### src/exec_pkg.sv
package exec_pkg;

    // --------------------
    // datapath sizes
    // --------------------
    localparam int xlen = 32;
    localparam int reg_addr_width = 5;
    localparam int reg_count = 1 << reg_addr_width;
    localparam int shamt_width = $clog2(xlen);

    // data memory, word addressed through bits 7:2
    localparam int mem_words = 64;
    localparam int mem_index_width = $clog2(mem_words);
    localparam int mem_latency = 2;
    localparam int mem_count_width = $clog2(mem_latency + 1);

    // --------------------
    // encodings
    // --------------------

    // decoded operation from the issue stage
    typedef enum logic [3:0] {
        op_add  = 4'd0,
        op_sub  = 4'd1,
        op_and  = 4'd2,
        op_or   = 4'd3,
        op_xor  = 4'd4,
        op_sll  = 4'd5,
        op_srl  = 4'd6,
        op_sra  = 4'd7,
        op_slt  = 4'd8,
        op_sltu = 4'd9,
        op_lw   = 4'd10,
        op_sw   = 4'd11,
        op_jal  = 4'd12,
        op_beq  = 4'd13,
        op_bne  = 4'd14
    } exec_op_t;

    // first-pass operand pair
    typedef enum logic [1:0] {
        sel_imm_zero = 2'd0,
        sel_rs1_rs2  = 2'd1,
        sel_pc_imm   = 2'd2,
        sel_rs1_imm  = 2'd3
    } operand_sel_t;

    typedef enum logic [3:0] {
        alu_add  = 4'd0,
        alu_sub  = 4'd1,
        alu_and  = 4'd2,
        alu_or   = 4'd3,
        alu_xor  = 4'd4,
        alu_sll  = 4'd5,
        alu_srl  = 4'd6,
        alu_sra  = 4'd7,
        alu_slt  = 4'd8,
        alu_sltu = 4'd9
    } alu_fn_t;

endpackage

### src/exec_alu.sv
module exec_alu import exec_pkg::*; (
    input  logic [xlen-1:0] a,
    input  logic [xlen-1:0] b,
    input  alu_fn_t         fn,
    output logic [xlen-1:0] result
);

    logic [shamt_width-1:0] shamt;
    logic                   less_signed;
    logic                   less_unsigned;

    // only the low bits of b count for shifts
    assign shamt = b[shamt_width-1:0];

    assign less_signed   = $signed(a) < $signed(b);
    assign less_unsigned = a < b;

    always_comb begin
        case (fn)
            alu_add: begin
                result = a + b;
            end
            alu_sub: begin
                result = a - b;
            end
            alu_and: begin
                result = a & b;
            end
            alu_or: begin
                result = a | b;
            end
            alu_xor: begin
                result = a ^ b;
            end
            alu_sll: begin
                result = a << shamt;
            end
            alu_srl: begin
                result = a >> shamt;
            end
            alu_sra: begin
                result = $signed(a) >>> shamt;
            end
            // compare result sits in bit 0
            alu_slt: begin
                result = {{(xlen - 1){1'b0}}, less_signed};
            end
            alu_sltu: begin
                result = {{(xlen - 1){1'b0}}, less_unsigned};
            end
            default: begin
                result = a + b;
            end
        endcase
    end

endmodule

### src/exec_subsystem.sv
module exec_subsystem import exec_pkg::*; (
    input  logic                      clock,
    input  logic                      reset,
    input  logic                      issue_valid,
    output logic                      issue_ready,
    input  exec_op_t                  op,
    input  operand_sel_t              sel,
    input  logic [reg_addr_width-1:0] rd_addr,
    input  logic [reg_addr_width-1:0] rs1_addr,
    input  logic [reg_addr_width-1:0] rs2_addr,
    input  logic [xlen-1:0]           pc,
    input  logic [xlen-1:0]           imm,
    input  logic [xlen-1:0]           rs1_value,
    input  logic [xlen-1:0]           rs2_value,
    output logic                      commit_valid,
    output logic [reg_addr_width-1:0] commit_rd,
    output logic [xlen-1:0]           commit_value,
    output logic                      commit_write,
    output logic                      redirect_valid,
    output logic [xlen-1:0]           redirect_pc
);

    logic                      hazard;
    logic                      load_issue;
    logic [reg_addr_width-1:0] load_rd;
    logic                      load_done;
    logic [reg_addr_width-1:0] load_done_rd;
    logic                      exu_valid;
    logic                      exu_ready;
    exec_op_t                  exu_op;
    logic [reg_addr_width-1:0] exu_rd;
    logic [xlen-1:0]           exu_result;
    logic [xlen-1:0]           exu_store_data;

    exec_unit exec_unit_i (
        .clock          (clock),
        .reset          (reset),
        .issue_valid    (issue_valid),
        .issue_ready    (issue_ready),
        .op             (op),
        .sel            (sel),
        .rd_addr        (rd_addr),
        .rs1_addr       (rs1_addr),
        .rs2_addr       (rs2_addr),
        .pc             (pc),
        .imm            (imm),
        .rs1_value      (rs1_value),
        .rs2_value      (rs2_value),
        .hazard         (hazard),
        .load_issue     (load_issue),
        .load_rd        (load_rd),
        .exu_valid      (exu_valid),
        .exu_op         (exu_op),
        .exu_rd         (exu_rd),
        .exu_result     (exu_result),
        .exu_store_data (exu_store_data),
        .exu_ready      (exu_ready),
        .redirect_valid (redirect_valid),
        .redirect_pc    (redirect_pc)
    );

    load_scoreboard load_scoreboard_i (
        .clock        (clock),
        .reset        (reset),
        .load_issue   (load_issue),
        .load_rd      (load_rd),
        .load_done    (load_done),
        .load_done_rd (load_done_rd),
        .rd_addr      (rd_addr),
        .rs1_addr     (rs1_addr),
        .rs2_addr     (rs2_addr),
        .hazard       (hazard)
    );

    mem_access_unit mem_access_unit_i (
        .clock          (clock),
        .reset          (reset),
        .exu_valid      (exu_valid),
        .exu_ready      (exu_ready),
        .exu_op         (exu_op),
        .exu_rd         (exu_rd),
        .exu_result     (exu_result),
        .exu_store_data (exu_store_data),
        .commit_valid   (commit_valid),
        .commit_rd      (commit_rd),
        .commit_value   (commit_value),
        .commit_write   (commit_write),
        .load_done      (load_done),
        .load_done_rd   (load_done_rd)
    );

endmodule

### src/exec_unit.sv
module exec_unit import exec_pkg::*; (
    input  logic                      clock,
    input  logic                      reset,
    input  logic                      issue_valid,
    output logic                      issue_ready,
    input  exec_op_t                  op,
    input  operand_sel_t              sel,
    input  logic [reg_addr_width-1:0] rd_addr,
    input  logic [reg_addr_width-1:0] rs1_addr,
    input  logic [reg_addr_width-1:0] rs2_addr,
    input  logic [xlen-1:0]           pc,
    input  logic [xlen-1:0]           imm,
    input  logic [xlen-1:0]           rs1_value,
    input  logic [xlen-1:0]           rs2_value,
    input  logic                      hazard,
    output logic                      load_issue,
    output logic [reg_addr_width-1:0] load_rd,
    output logic                      exu_valid,
    output exec_op_t                  exu_op,
    output logic [reg_addr_width-1:0] exu_rd,
    output logic [xlen-1:0]           exu_result,
    output logic [xlen-1:0]           exu_store_data,
    input  logic                      exu_ready,
    output logic                      redirect_valid,
    output logic [xlen-1:0]           redirect_pc
);

    logic            pass1_q;
    logic            pass2_q;
    logic            busy;
    logic            accept;
    logic [xlen-1:0] pc_q;
    logic [xlen-1:0] imm_q;
    logic [xlen-1:0] alu_a;
    logic [xlen-1:0] alu_b;
    logic [xlen-1:0] alu_y;
    logic [xlen-1:0] result_q;
    logic            taken_q;
    logic            is_branch;
    alu_fn_t         alu_fn;

    // first-pass function per operation
    function automatic alu_fn_t first_fn(exec_op_t o);
        case (o)
            op_sub, op_beq, op_bne: return alu_sub;
            op_and: return alu_and;
            op_or: return alu_or;
            op_xor: return alu_xor;
            op_sll: return alu_sll;
            op_srl: return alu_srl;
            op_sra: return alu_sra;
            op_slt: return alu_slt;
            op_sltu: return alu_sltu;
            default: return alu_add;
        endcase
    endfunction

    // --------------------
    // issue handshake
    // --------------------
    assign busy        = pass1_q | pass2_q | exu_valid;
    assign issue_ready = ~busy & ~hazard;
    assign accept      = issue_valid & issue_ready;

    assign load_issue = accept & (op == op_lw);
    assign load_rd    = rd_addr;

    assign is_branch = (exu_op == op_beq) || (exu_op == op_bne);

    // second pass is always an add
    assign alu_fn = pass1_q ? first_fn(exu_op) : alu_add;

    exec_alu exec_alu_i (
        .a      (alu_a),
        .b      (alu_b),
        .fn     (alu_fn),
        .result (alu_y)
    );

    // --------------------
    // sequencing
    // --------------------
    always_ff @(posedge clock) begin
        if (reset) begin
            pass1_q        <= 1'b0;
            pass2_q        <= 1'b0;
            exu_valid      <= 1'b0;
            redirect_valid <= 1'b0;
        end else begin
            pass1_q        <= accept;
            pass2_q        <= pass1_q;
            redirect_valid <= pass2_q & taken_q;
            if (pass2_q) begin
                exu_valid <= 1'b1;
            end else if (exu_valid && exu_ready) begin
                exu_valid <= 1'b0;
            end
        end
    end

    // operands and results
    always_ff @(posedge clock) begin
        if (accept) begin
            exu_op         <= op;
            exu_rd         <= rd_addr;
            exu_store_data <= rs2_value;
            pc_q           <= pc;
            imm_q          <= imm;
            case (sel)
                sel_imm_zero: begin
                    alu_a <= imm;
                    alu_b <= '0;
                end
                sel_rs1_rs2: begin
                    alu_a <= rs1_value;
                    alu_b <= rs2_value;
                end
                sel_pc_imm: begin
                    alu_a <= pc;
                    alu_b <= imm;
                end
                default: begin
                    alu_a <= rs1_value;
                    alu_b <= imm;
                end
            endcase
        end else if (pass1_q) begin
            // jal target came out of pass 1, branch compare too
            result_q <= alu_y;
            case (exu_op)
                op_jal: taken_q <= 1'b1;
                op_beq: taken_q <= (alu_y == '0);
                op_bne: taken_q <= (alu_y != '0);
                default: taken_q <= 1'b0;
            endcase
            alu_a <= pc_q;
            alu_b <= is_branch ? imm_q : xlen'(4);
        end
        if (pass2_q) begin
            exu_result  <= (exu_op == op_jal) ? alu_y : result_q;
            redirect_pc <= (exu_op == op_jal) ? result_q : alu_y;
        end
    end

endmodule

### src/load_scoreboard.sv
module load_scoreboard import exec_pkg::*; (
    input  logic                      clock,
    input  logic                      reset,
    input  logic                      load_issue,
    input  logic [reg_addr_width-1:0] load_rd,
    input  logic                      load_done,
    input  logic [reg_addr_width-1:0] load_done_rd,
    input  logic [reg_addr_width-1:0] rd_addr,
    input  logic [reg_addr_width-1:0] rs1_addr,
    input  logic [reg_addr_width-1:0] rs2_addr,
    output logic                      hazard
);

    // x0 has no lock bit
    logic [reg_count-1:1] lock_q;
    logic [reg_count-1:0] lock_vec;
    logic [reg_count-1:0] set_mask;
    logic [reg_count-1:0] clear_mask;

    assign set_mask   = load_issue ? (reg_count'(1) << load_rd) : '0;
    assign clear_mask = load_done ? (reg_count'(1) << load_done_rd) : '0;

    // set wins, same register cannot be issued while still locked
    always_ff @(posedge clock) begin
        if (reset) begin
            lock_q <= '0;
        end else begin
            lock_q <= (lock_q & ~clear_mask[reg_count-1:1]) | set_mask[reg_count-1:1];
        end
    end

    assign lock_vec = {lock_q, 1'b0};

    // raw and waw against any load still in flight
    assign hazard = lock_vec[rd_addr] | lock_vec[rs1_addr] | lock_vec[rs2_addr];

endmodule

### src/mem_access_unit.sv
module mem_access_unit import exec_pkg::*; (
    input  logic                      clock,
    input  logic                      reset,
    input  logic                      exu_valid,
    output logic                      exu_ready,
    input  exec_op_t                  exu_op,
    input  logic [reg_addr_width-1:0] exu_rd,
    input  logic [xlen-1:0]           exu_result,
    input  logic [xlen-1:0]           exu_store_data,
    output logic                      commit_valid,
    output logic [reg_addr_width-1:0] commit_rd,
    output logic [xlen-1:0]           commit_value,
    output logic                      commit_write,
    output logic                      load_done,
    output logic [reg_addr_width-1:0] load_done_rd
);

    logic [xlen-1:0]            mem [mem_words];
    logic                       active;
    logic [mem_count_width-1:0] count;
    exec_op_t                   op_q;
    logic [reg_addr_width-1:0]  rd_q;
    logic [xlen-1:0]            addr_q;
    logic [xlen-1:0]            data_q;
    logic [mem_index_width-1:0] mem_index;
    logic                       take;
    logic                       take_mem;
    logic                       finish;

    function automatic logic writes_rd(exec_op_t o, logic [reg_addr_width-1:0] r);
        return (r != '0) && !(o inside {op_beq, op_bne, op_sw});
    endfunction

    assign exu_ready = ~active;
    assign take      = exu_valid & exu_ready;
    assign take_mem  = (exu_op == op_lw) || (exu_op == op_sw);
    assign finish    = active && (count == mem_count_width'(1));
    assign mem_index = addr_q[mem_index_width + 1:2];

    assign load_done_rd = commit_rd;

    // --------------------
    // access timing
    // --------------------
    always_ff @(posedge clock) begin
        if (reset) begin
            active       <= 1'b0;
            count        <= '0;
            commit_valid <= 1'b0;
            load_done    <= 1'b0;
        end else begin
            commit_valid <= (take && !take_mem) || finish;
            load_done    <= finish && (op_q == op_lw);
            if (take && take_mem) begin
                active <= 1'b1;
                count  <= mem_count_width'(mem_latency);
            end else if (finish) begin
                active <= 1'b0;
            end else if (active) begin
                count <= count - 1'b1;
            end
        end
    end

    always_ff @(posedge clock) begin
        if (reset) begin
            for (int i = 0; i < mem_words; i++) begin
                mem[i] <= '0;
            end
        end else if (finish && (op_q == op_sw)) begin
            mem[mem_index] <= data_q;
        end
    end

    // alu results pass straight to commit
    always_ff @(posedge clock) begin
        if (take) begin
            op_q         <= exu_op;
            rd_q         <= exu_rd;
            addr_q       <= exu_result;
            data_q       <= exu_store_data;
            commit_rd    <= exu_rd;
            commit_value <= exu_result;
            commit_write <= writes_rd(exu_op, exu_rd);
        end else if (finish) begin
            commit_rd    <= rd_q;
            commit_value <= (op_q == op_lw) ? mem[mem_index] : data_q;
            commit_write <= writes_rd(op_q, rd_q);
        end
    end

endmodule

### config.mk
export PLATFORM = sky130hd
export DESIGN_NAME = exec_subsystem
export DESIGN_NICKNAME = d
export VERILOG_FILES = /design/src/exec_pkg.sv /design/src/exec_alu.sv /design/src/exec_subsystem.sv /design/src/exec_unit.sv /design/src/load_scoreboard.sv /design/src/mem_access_unit.sv
export SDC_FILE = /design/constraint.sdc
export NUM_CORES = 2
export LEC_CHECK = 0
export BUFFER_PORTS_ARGS = -buffer_cell sky130_fd_sc_hd__buf_2
export CAP_MARGIN = 5
export CORE_ASPECT_RATIO = 1.5
export CORE_MARGIN = 3
export CORE_UTILIZATION = 55
export CTS_CLUSTER_DIAMETER = 40
export DETAILED_ROUTE_END_ITERATION = 12
export PLACE_DENSITY = 0.81
export SLEW_MARGIN = 20
export SYNTH_ARGS = -nofsm -noshare
export SYNTH_HDL_FRONTEND = slang
export SYNTH_SLANG_ARGS = --single-unit
### constraint.sdc
create_clock -name clock -period 5.1 [get_ports clock]
set_clock_uncertainty 0.15 [all_clocks]
set_input_delay 1.02 -clock clock [delete_from_list [all_inputs] [get_ports clock]]
set_output_delay 1.02 -clock clock [all_outputs]
set_load 0.03 [all_outputs]
## Word level (Yosys, flattened, before mapping)

Memories as Yosys holds them, arrays and structs flattened. A register that Yosys moved wholly into a read port is not among the register bits.
Index checks and enable logic that the tools add are counted.

| word-level totals | value |
|---|---|
| flip-flop bits (word level) | 393 |
| latch bits | 0 |
| RAM bits | 2048 |
| memory bits (read-only) | 64 |
| input bits | 152 |
| output and inout bits | 73 |
| word-level logic and storage cells | 161 |
| memories | 2 |

| operators by class | value |
|---|---|
| add/sub/neg operators | 3 |
| multiply operators | 0 |
| div/mod/pow operators | 0 |
| $lt $le $gt $ge | 5 |
| equality and inequality tests | 23 |
| shifts and indexed selects | 5 |
| mux-type cells | 44 |
| bitwise logic cells | 20 |
| reduce and logical (&&, ||, !) cells | 31 |

Memories:

| memory | depth | bits a word | rd ports | clocked after Yosys merged registers in | wr ports | line | source |
|---|---|---|---|---|---|---|---|
| mem_access_unit_i.mem | 64 | 32 | 1 | 1 | 64 | mem_access_unit.sv:18 | `logic [xlen-1:0] mem [mem_words];` |
| (name not given) | 16 | 4 | 1 | 1 | 0 | exec_unit.sv:44 | `case (o)` |

Operator list:

| cell | count |
|---|---|
| two-way mux 32 bit | 13 |
| one-hot mux 32 bit (9 select lines) | 1 |
| one-hot mux 32 bit (2 select lines) | 2 |
| less-than comparator 32 bit | 2 |
| left shift 1 x 5 -> 32 bit, first input constant | 2 |
| == test 4 bit, second input constant | 12 |
| adder 32 bit | 1 |
| bitwise AND 32 bit | 1 |
| logical NOT 32 bit | 1 |
| bitwise OR 32 bit | 1 |
| nonzero test 32 bit | 1 |
| OR reduction 32 bit | 1 |
| left shift 32 x 5 -> 32 bit | 1 |
| >> shifter 32 x 5 -> 32 bit | 1 |
| >>> shifter 32 x 5 -> 32 bit | 1 |
| subtractor 32 bit | 1 |
| bitwise XOR 32 bit | 1 |
| bitwise AND 31 bit | 1 |
| NOT 31 bit | 1 |
| bitwise OR 31 bit | 1 |
| less-than comparator 5 x 6 -> 1 bit, second input constant | 3 |
| == test 4 x 3 -> 1 bit, second input constant | 4 |
| binary-select mux 1 bit (select 5 bit) | 3 |
| two-way mux 1 bit | 15 |
| other kinds (23) | 60 |

## Depth between registers and ports, before layout

| depth | value |
|---|---|
| depth in word-level cells | 10 |
| mapped depth | 20 |
| mapped depth without buffers | 17 |

## Cells and area by module

Synthesis repeated with hierarchy kept, for this count alone.

| second synthesis, totals | value |
|---|---|
| cell total of the unflattened synthesis | 8383 |
| area, all modules | 117939.4 µm² |

By module, submodules not included:

| module | times used | cells each | area each (µm²) | seq. area each (µm²) |
|---|---|---|---|---|
| mem_access_unit | 1 | 6192 | 96130.9 | 64271.6 |
| exec_unit | 1 | 658 | 10892.9 | 8147.8 |
| exec_alu | 1 | 1294 | 8785.9 | 0.0 |
| load_scoreboard | 1 | 239 | 2129.5 | 620.6 |

## Least setup slack after synthesis

OpenSTA, ideal clock, no wires.

| timing | value |
|---|---|
| path type | input-to-reg |
| start point | input rd_addr[0] |
| end point | register exec_unit_i.alu_a[0], enable pin |
| data arrival time | 5.016 ns |
| slack | -0.498 ns |
| stages on the path | 10 |
| buffers on the path | 4 |
| cells stage by stage | buf_2 > buf_2 > mux4_2 > mux4_2 > mux2i_1 > and4_1 > nand2_2 > clkbuf_1 > clkbuf_1 > nand2b_1 |

| on the way | value |
|---|---|
| longest elaborated chain between the ends | 8 |

Ends and longest elaborated chain:

| what | line | source |
|---|---|---|
| start: declaration | exec_subsystem.sv:8 | `input logic [reg_addr_width-1:0] rd_addr,` |
| binary-select mux 1 bit (select 5 bit) | load_scoreboard.sv:35 | `assign hazard = lock_vec[rd_addr] \| lock_vec[rs1_addr] \| lock_vec[rs2_addr];` |
| two-way mux 1 bit (not written as such) | load_scoreboard.sv:35 |  |
| bitwise OR 1 bit (2 in a row) | load_scoreboard.sv:35 |  |
| NOT 1 bit | exec_unit.sv:62 | `assign issue_ready = ~busy & ~hazard;` |
| bitwise AND 1 bit | exec_unit.sv:62 |  |
| via issue_ready | exec_subsystem.sv:5 | `output logic issue_ready,` |
| bitwise AND 1 bit | exec_unit.sv:63 | `assign accept = issue_valid & issue_ready;` |
| nonzero test 2 bit (no source line) | - |  |
| end signal: assignment | exec_unit.sv:111 | `alu_a <= imm;` |
| end signal: assignment | exec_unit.sv:115 | `alu_a <= rs1_value;` |
| end signal: assignment | exec_unit.sv:119 | `alu_a <= pc;` |
| end: declaration | exec_unit.sv:34 | `logic [xlen-1:0] alu_a;` |

The timed path passes the listed nets, and every way through them passes these cells. The select of a mux whose other input is x is not followed.
A chain may end at the register's enable or synchronous reset.

## Worst setup path in the final report

| timing | value |
|---|---|
| start point | register exec_unit_i.alu_a[15] |
| end point | register exec_unit_i.taken_q (data pin) |

| on the way | value |
|---|---|
| longest elaborated chain between the ends | 4 |
| elaborated cells between the ends (all ways) | 14 |

Ends and longest elaborated chain:

| what | line | source |
|---|---|---|
| adder 32 bit (tied with other cells) | exec_alu.sv:21, exec_alu.sv:52 |  |
| one-hot mux 32 bit (9 select lines) * | exec_alu.sv:19 | `case (fn)` |
| nonzero test 32 bit or logical NOT 32 bit (tied branches) | exec_unit.sv:133, exec_unit.sv:132 |  |
| one-hot mux 1 bit (3 select lines) * | exec_unit.sv:130 | `case (exu_op)` |
| end signal: assignment | exec_unit.sv:132 | `op_beq: taken_q <= (alu_y == '0);` |
| end signal: assignment | exec_unit.sv:133 | `op_bne: taken_q <= (alu_y != '0);` |
| end: declaration | exec_unit.sv:38 | `logic taken_q;` |

Mark *: on every way between the ends. The rest lies on a longest branch, timed or not.

==> metrics.txt <==
crit-path max FO=9; run status=finished clean; number of nets in the final layout=8985; Worst VDD drop=0.354 mV; final cycle utilization of the critical path=between 90% and 100%; number of violations of the max-capacitance limit=0; flip-flop count of the largest register after layout=2048; total number of vias=76200; Clk pin slew, worst setup/hold paths=60 ps; H-tree depth reported by CTS=4; endpoints failing setup=0; proportion of synthesized flip-flops having asynchronous set or reset=0%; router iterations before antenna repair=6; Arr. time, crit path=5500 ps; remaining design rule violation count=0; critical path's slowest cell=sky130_fd_sc_hd__edfxtp_1; number of buffers added on ports=roughly 220; number of buffers inserted during clock tree synthesis=around 240; max incr delay on CP=550 ps; wire length of the first global-routing pass=roughly 570000 um; cell area after synthesis=0.119 mm^2; unrepaired setup endpoints after global routing=false; Total Routed Length=about 400000 um; average wire per standard cell=34.2 um; Std-Cell Core Area=0.215 mm^2; worst slack at placement=-188 ps; synthesized flop and latch total=2449; count of different cell masters after synthesis=97; final number of hold-violating endpoints=0; crit path launch type=flop; final design area excluding fillers=approximately 0.14 mm^2; YS warnings=0; deepest clock path buffer count=4; kind of critical path=flop to flop; leading post-synthesis cells by cell area=sky130_fd_sc_hd__edfxtp_1 60%, sky130_fd_sc_hd__mux4_2 14%, sky130_fd_sc_hd__and2_1 11%; floorplan row count=208; setup ws final=roughly 66 ps; worst hold-check path type=input pin to flop; pin slew with the least headroom to its limit=1170 ps; pwr/cell area=358 mW/mm^2; effective utilization at floorplan=55.5%; number of filler instances in the final layout=about 15000; post-layout utilization of the core=63.3%; die outline width=386 um; Final Slew Violations=0; mean instance size in the synthesized netlist=between 10 and 15 um^2; number of DRC markers in iteration 0=~9000; pin count of the biggest net entering global routing=86; area grow syn2layout=14.0%; share of final-layout standard cells stronger than drive strength 1=25.6%; GR Util All Layers=36.5%; worst relative slew slack=21.0%; final critical delay including setup and external delays=about 5000 ps; sequential fraction of the synthesis area=61.3%; register name with the most flops=mem_access_unit_i.mem; total nets after synthesis=8525; die boundary height=just under 600 um; count of nets left with antenna violations after detail routing=0; number of global-route vias before repair=77100; clock tree from TritonCTS=built; initial antenna violation count=between 50 and 60; post-place instance area=between 0.1 and 0.15 mm^2; CTS Hold Bufs=0; GP Congestion=roughly 1.1; latest clock arrival within the worst-skew pair=920 ps; CP Capture Type=flop; HPWL after DPL=291000 um; # IOs=225; maximum frequency from static timing analysis=199 MHz; dominant cell type by count on the critical path=sky130_fd_sc_hd__buf_4; clock net sink count=2449; cell-by-cell listing of the critical path=inv_1 -> ha_1 -> buf_4 -> inv_1 -> buf_4 -> o31ai_1 -> a211oi_1 -> a21o_1 -> o2bb2ai_1 -> buf_4 -> a2111oi_2 -> nor2b_1 -> nor3_2 -> nand4_1 -> nor3_2 -> nand4_1 -> mux2_1; flip-flop cell with the highest count after synthesis=sky130_fd_sc_hd__edfxtp_1; Die Footprint=~0.22 mm^2; EDFF count, synth=2399; required time of the critical path=5570 ps; detailed-route vias per instance=6.45; cell leakage power=50.2 nW; cell taking the most area after synthesis=sky130_fd_sc_hd__edfxtp_1; root buffer cell=sky130_fd_sc_hd__clkbuf_16; top-area cell type share of the netlist area=60.5%; gate count after technology mapping=~8300; leftover overflow at the end of global routing=0
-- path summary, 6_finish.rpt --
kind	from	to	slack, ps	depth (start not counted)
setup / recovery	exec_unit_i.alu_a[15]	exec_unit_i.taken_q	70	17
hold / removal	pc[4]	exec_unit_i.pc_q[4]	140	1
setup reg to reg	exec_unit_i.alu_a[15]	exec_unit_i.taken_q	70	17
hold reg to reg	exec_unit_i.exu_store_data[15]	mem_access_unit_i.data_q[15]	270	0
-- repair_timing --
action,CTS,global route
gates resized for setup,2,6
setup endpoints to repair,1,1
buffers inserted,0,2
pin swaps,0,1
gates cloned,0,0
-- critical path: cells and delay by family (launching register included) --
family,cells,cell delay [ps]
adders and majority gates,1,540
DFF,1,550
and+or+nand+nor,5,1100
muxes,1,340
AOI/OAI and AO/OA,5,1410
buffers and inverters,5,700
-- placed cells by master, fill, tap and decap left out, types with 26 or more instances in the layout --
| master | netlist | layout |
|---|---|---|
| sky130_fd_sc_hd__clkinv_2 | 0 | 37 |
| sky130_fd_sc_hd__mux2i_1 | 135 | 135 |
| sky130_fd_sc_hd__nand4_1 | 26 | 26 |
| sky130_fd_sc_hd__clkbuf_16 | 0 | 245 |
| sky130_fd_sc_hd__clkbuf_1 | 641 | 44 |
| sky130_fd_sc_hd__a21oi_1 | 210 | 209 |
| sky130_fd_sc_hd__ha_1 | 99 | 99 |
| sky130_fd_sc_hd__buf_4 | 6 | 675 |
| sky130_fd_sc_hd__or2_2 | 74 | 74 |
| sky130_fd_sc_hd__o21ai_0 | 268 | 257 |
| sky130_fd_sc_hd__nor2_2 | 0 | 51 |
| sky130_fd_sc_hd__mux4_2 | 731 | 731 |
| sky130_fd_sc_hd__nand2b_1 | 44 | 43 |
| sky130_fd_sc_hd__and2_1 | 2060 | 2060 |
| sky130_fd_sc_hd__clkinv_1 | 0 | 35 |
| sky130_fd_sc_hd__buf_2 | 42 | 223 |
| sky130_fd_sc_hd__mux2_2 | 34 | 34 |
| sky130_fd_sc_hd__inv_1 | 137 | 137 |
| sky130_fd_sc_hd__edfxtp_1 | 2399 | 2399 |
| sky130_fd_sc_hd__a22oi_1 | 53 | 53 |
| sky130_fd_sc_hd__nor3_1 | 51 | 48 |
| sky130_fd_sc_hd__a211oi_1 | 34 | 34 |
| sky130_fd_sc_hd__dfxtp_1 | 50 | 43 |
| sky130_fd_sc_hd__nand3_1 | 79 | 79 |
| sky130_fd_sc_hd__buf_12 | 1 | 86 |
| sky130_fd_sc_hd__diode_2 | 0 | 42 |
| sky130_fd_sc_hd__nand2_1 | 311 | 310 |
| sky130_fd_sc_hd__nor2_1 | 286 | 234 |
-- cells by family (layout without fill, tap and decap cells) --
kind of cell	Yosys count	in the layout	share of synthesized area [%]
AND/OR/NAND/NOR	3064	3064	14.8
flip-flops	2449	2449	61.3
buffers and inverters	914	1569	3.00
multiplexers	903	903	15.3
AO/OA/AOI/OAI	823	823	4.36
adder cells (fa/ha/maj)	101	101	1.07
XOR/XNOR	18	18	0.132
other	0	42	0
-- cell usage after synthesis (all sizes together), types with 7 or more instances --
master	instances
a31oi	11
nor2b	23
a211o	7
o211ai	24
mux2	36
o31ai	24
o22ai	20
a22oi	53
nor3b	11
nor3	52
nand3	79
edfxtp	2399
o21ai	270
buf	131
a21o	20
dfxtp	50
a221o	9
nand2b	44
clkbuf	642
xnor2	15
nor4	29
nand2	312
and3	18
nand3b	8
or2	74
o311ai	7
mux2i	136
a21oi	211
or3	12
a221oi	24
nand4	26
and2	2062
nor2	286
or4	9
a211oi	35
inv	141
o21a	12
mux4	731
ha	99
a2111oi	10
-- metal layers --
layer,wire length [um],share of wire (%),global-route usage [%]
met1,131000,32,41.8
met2,198000,49,59.6
met3,33400,8.3,7.06
met4,41000,10,29.8
met5,212,0.053,0
-- area by class of cell --
type	instances	area, um^2	share of cell area (%)
Clock inverter	141	1430	1.05
Antenna cell	42	105	0.0774
Inverter	141	534	0.393
Multi-Input combinational cell	4909	42700	31.5
Sequential cell	2449	73100	53.8
Tap cell	2835	3550	2.61
Clock buffer	297	6410	4.72
Timing Repair Buffer	990	8000	5.89
-- per-stage QoR --
stage          instances  TNS, ps  hold WS [ps]  power (mW)
2_1_floorplan       8272        0           250        26.9
3_3_place_gp       11300     -656           253        30.8
3_5_place_dp       11300     -188           255        30.9
4_1_cts            11800        0          99.5        48.5
5_1_grt            11800        0           109        49.6
6_report           11800        0           145        48.6
-- where the power goes --
group          total, mW  internal (mW)  leakage [nW]  switching [mW]
Combinational       7.42           2.76          21.6            4.66
Sequential          23.3           22.9          24.8           0.380
Clock               17.9           9.99          3.82            7.88
Total               48.6           35.7          50.2            12.9
Power figures use the tool's default switching activity.
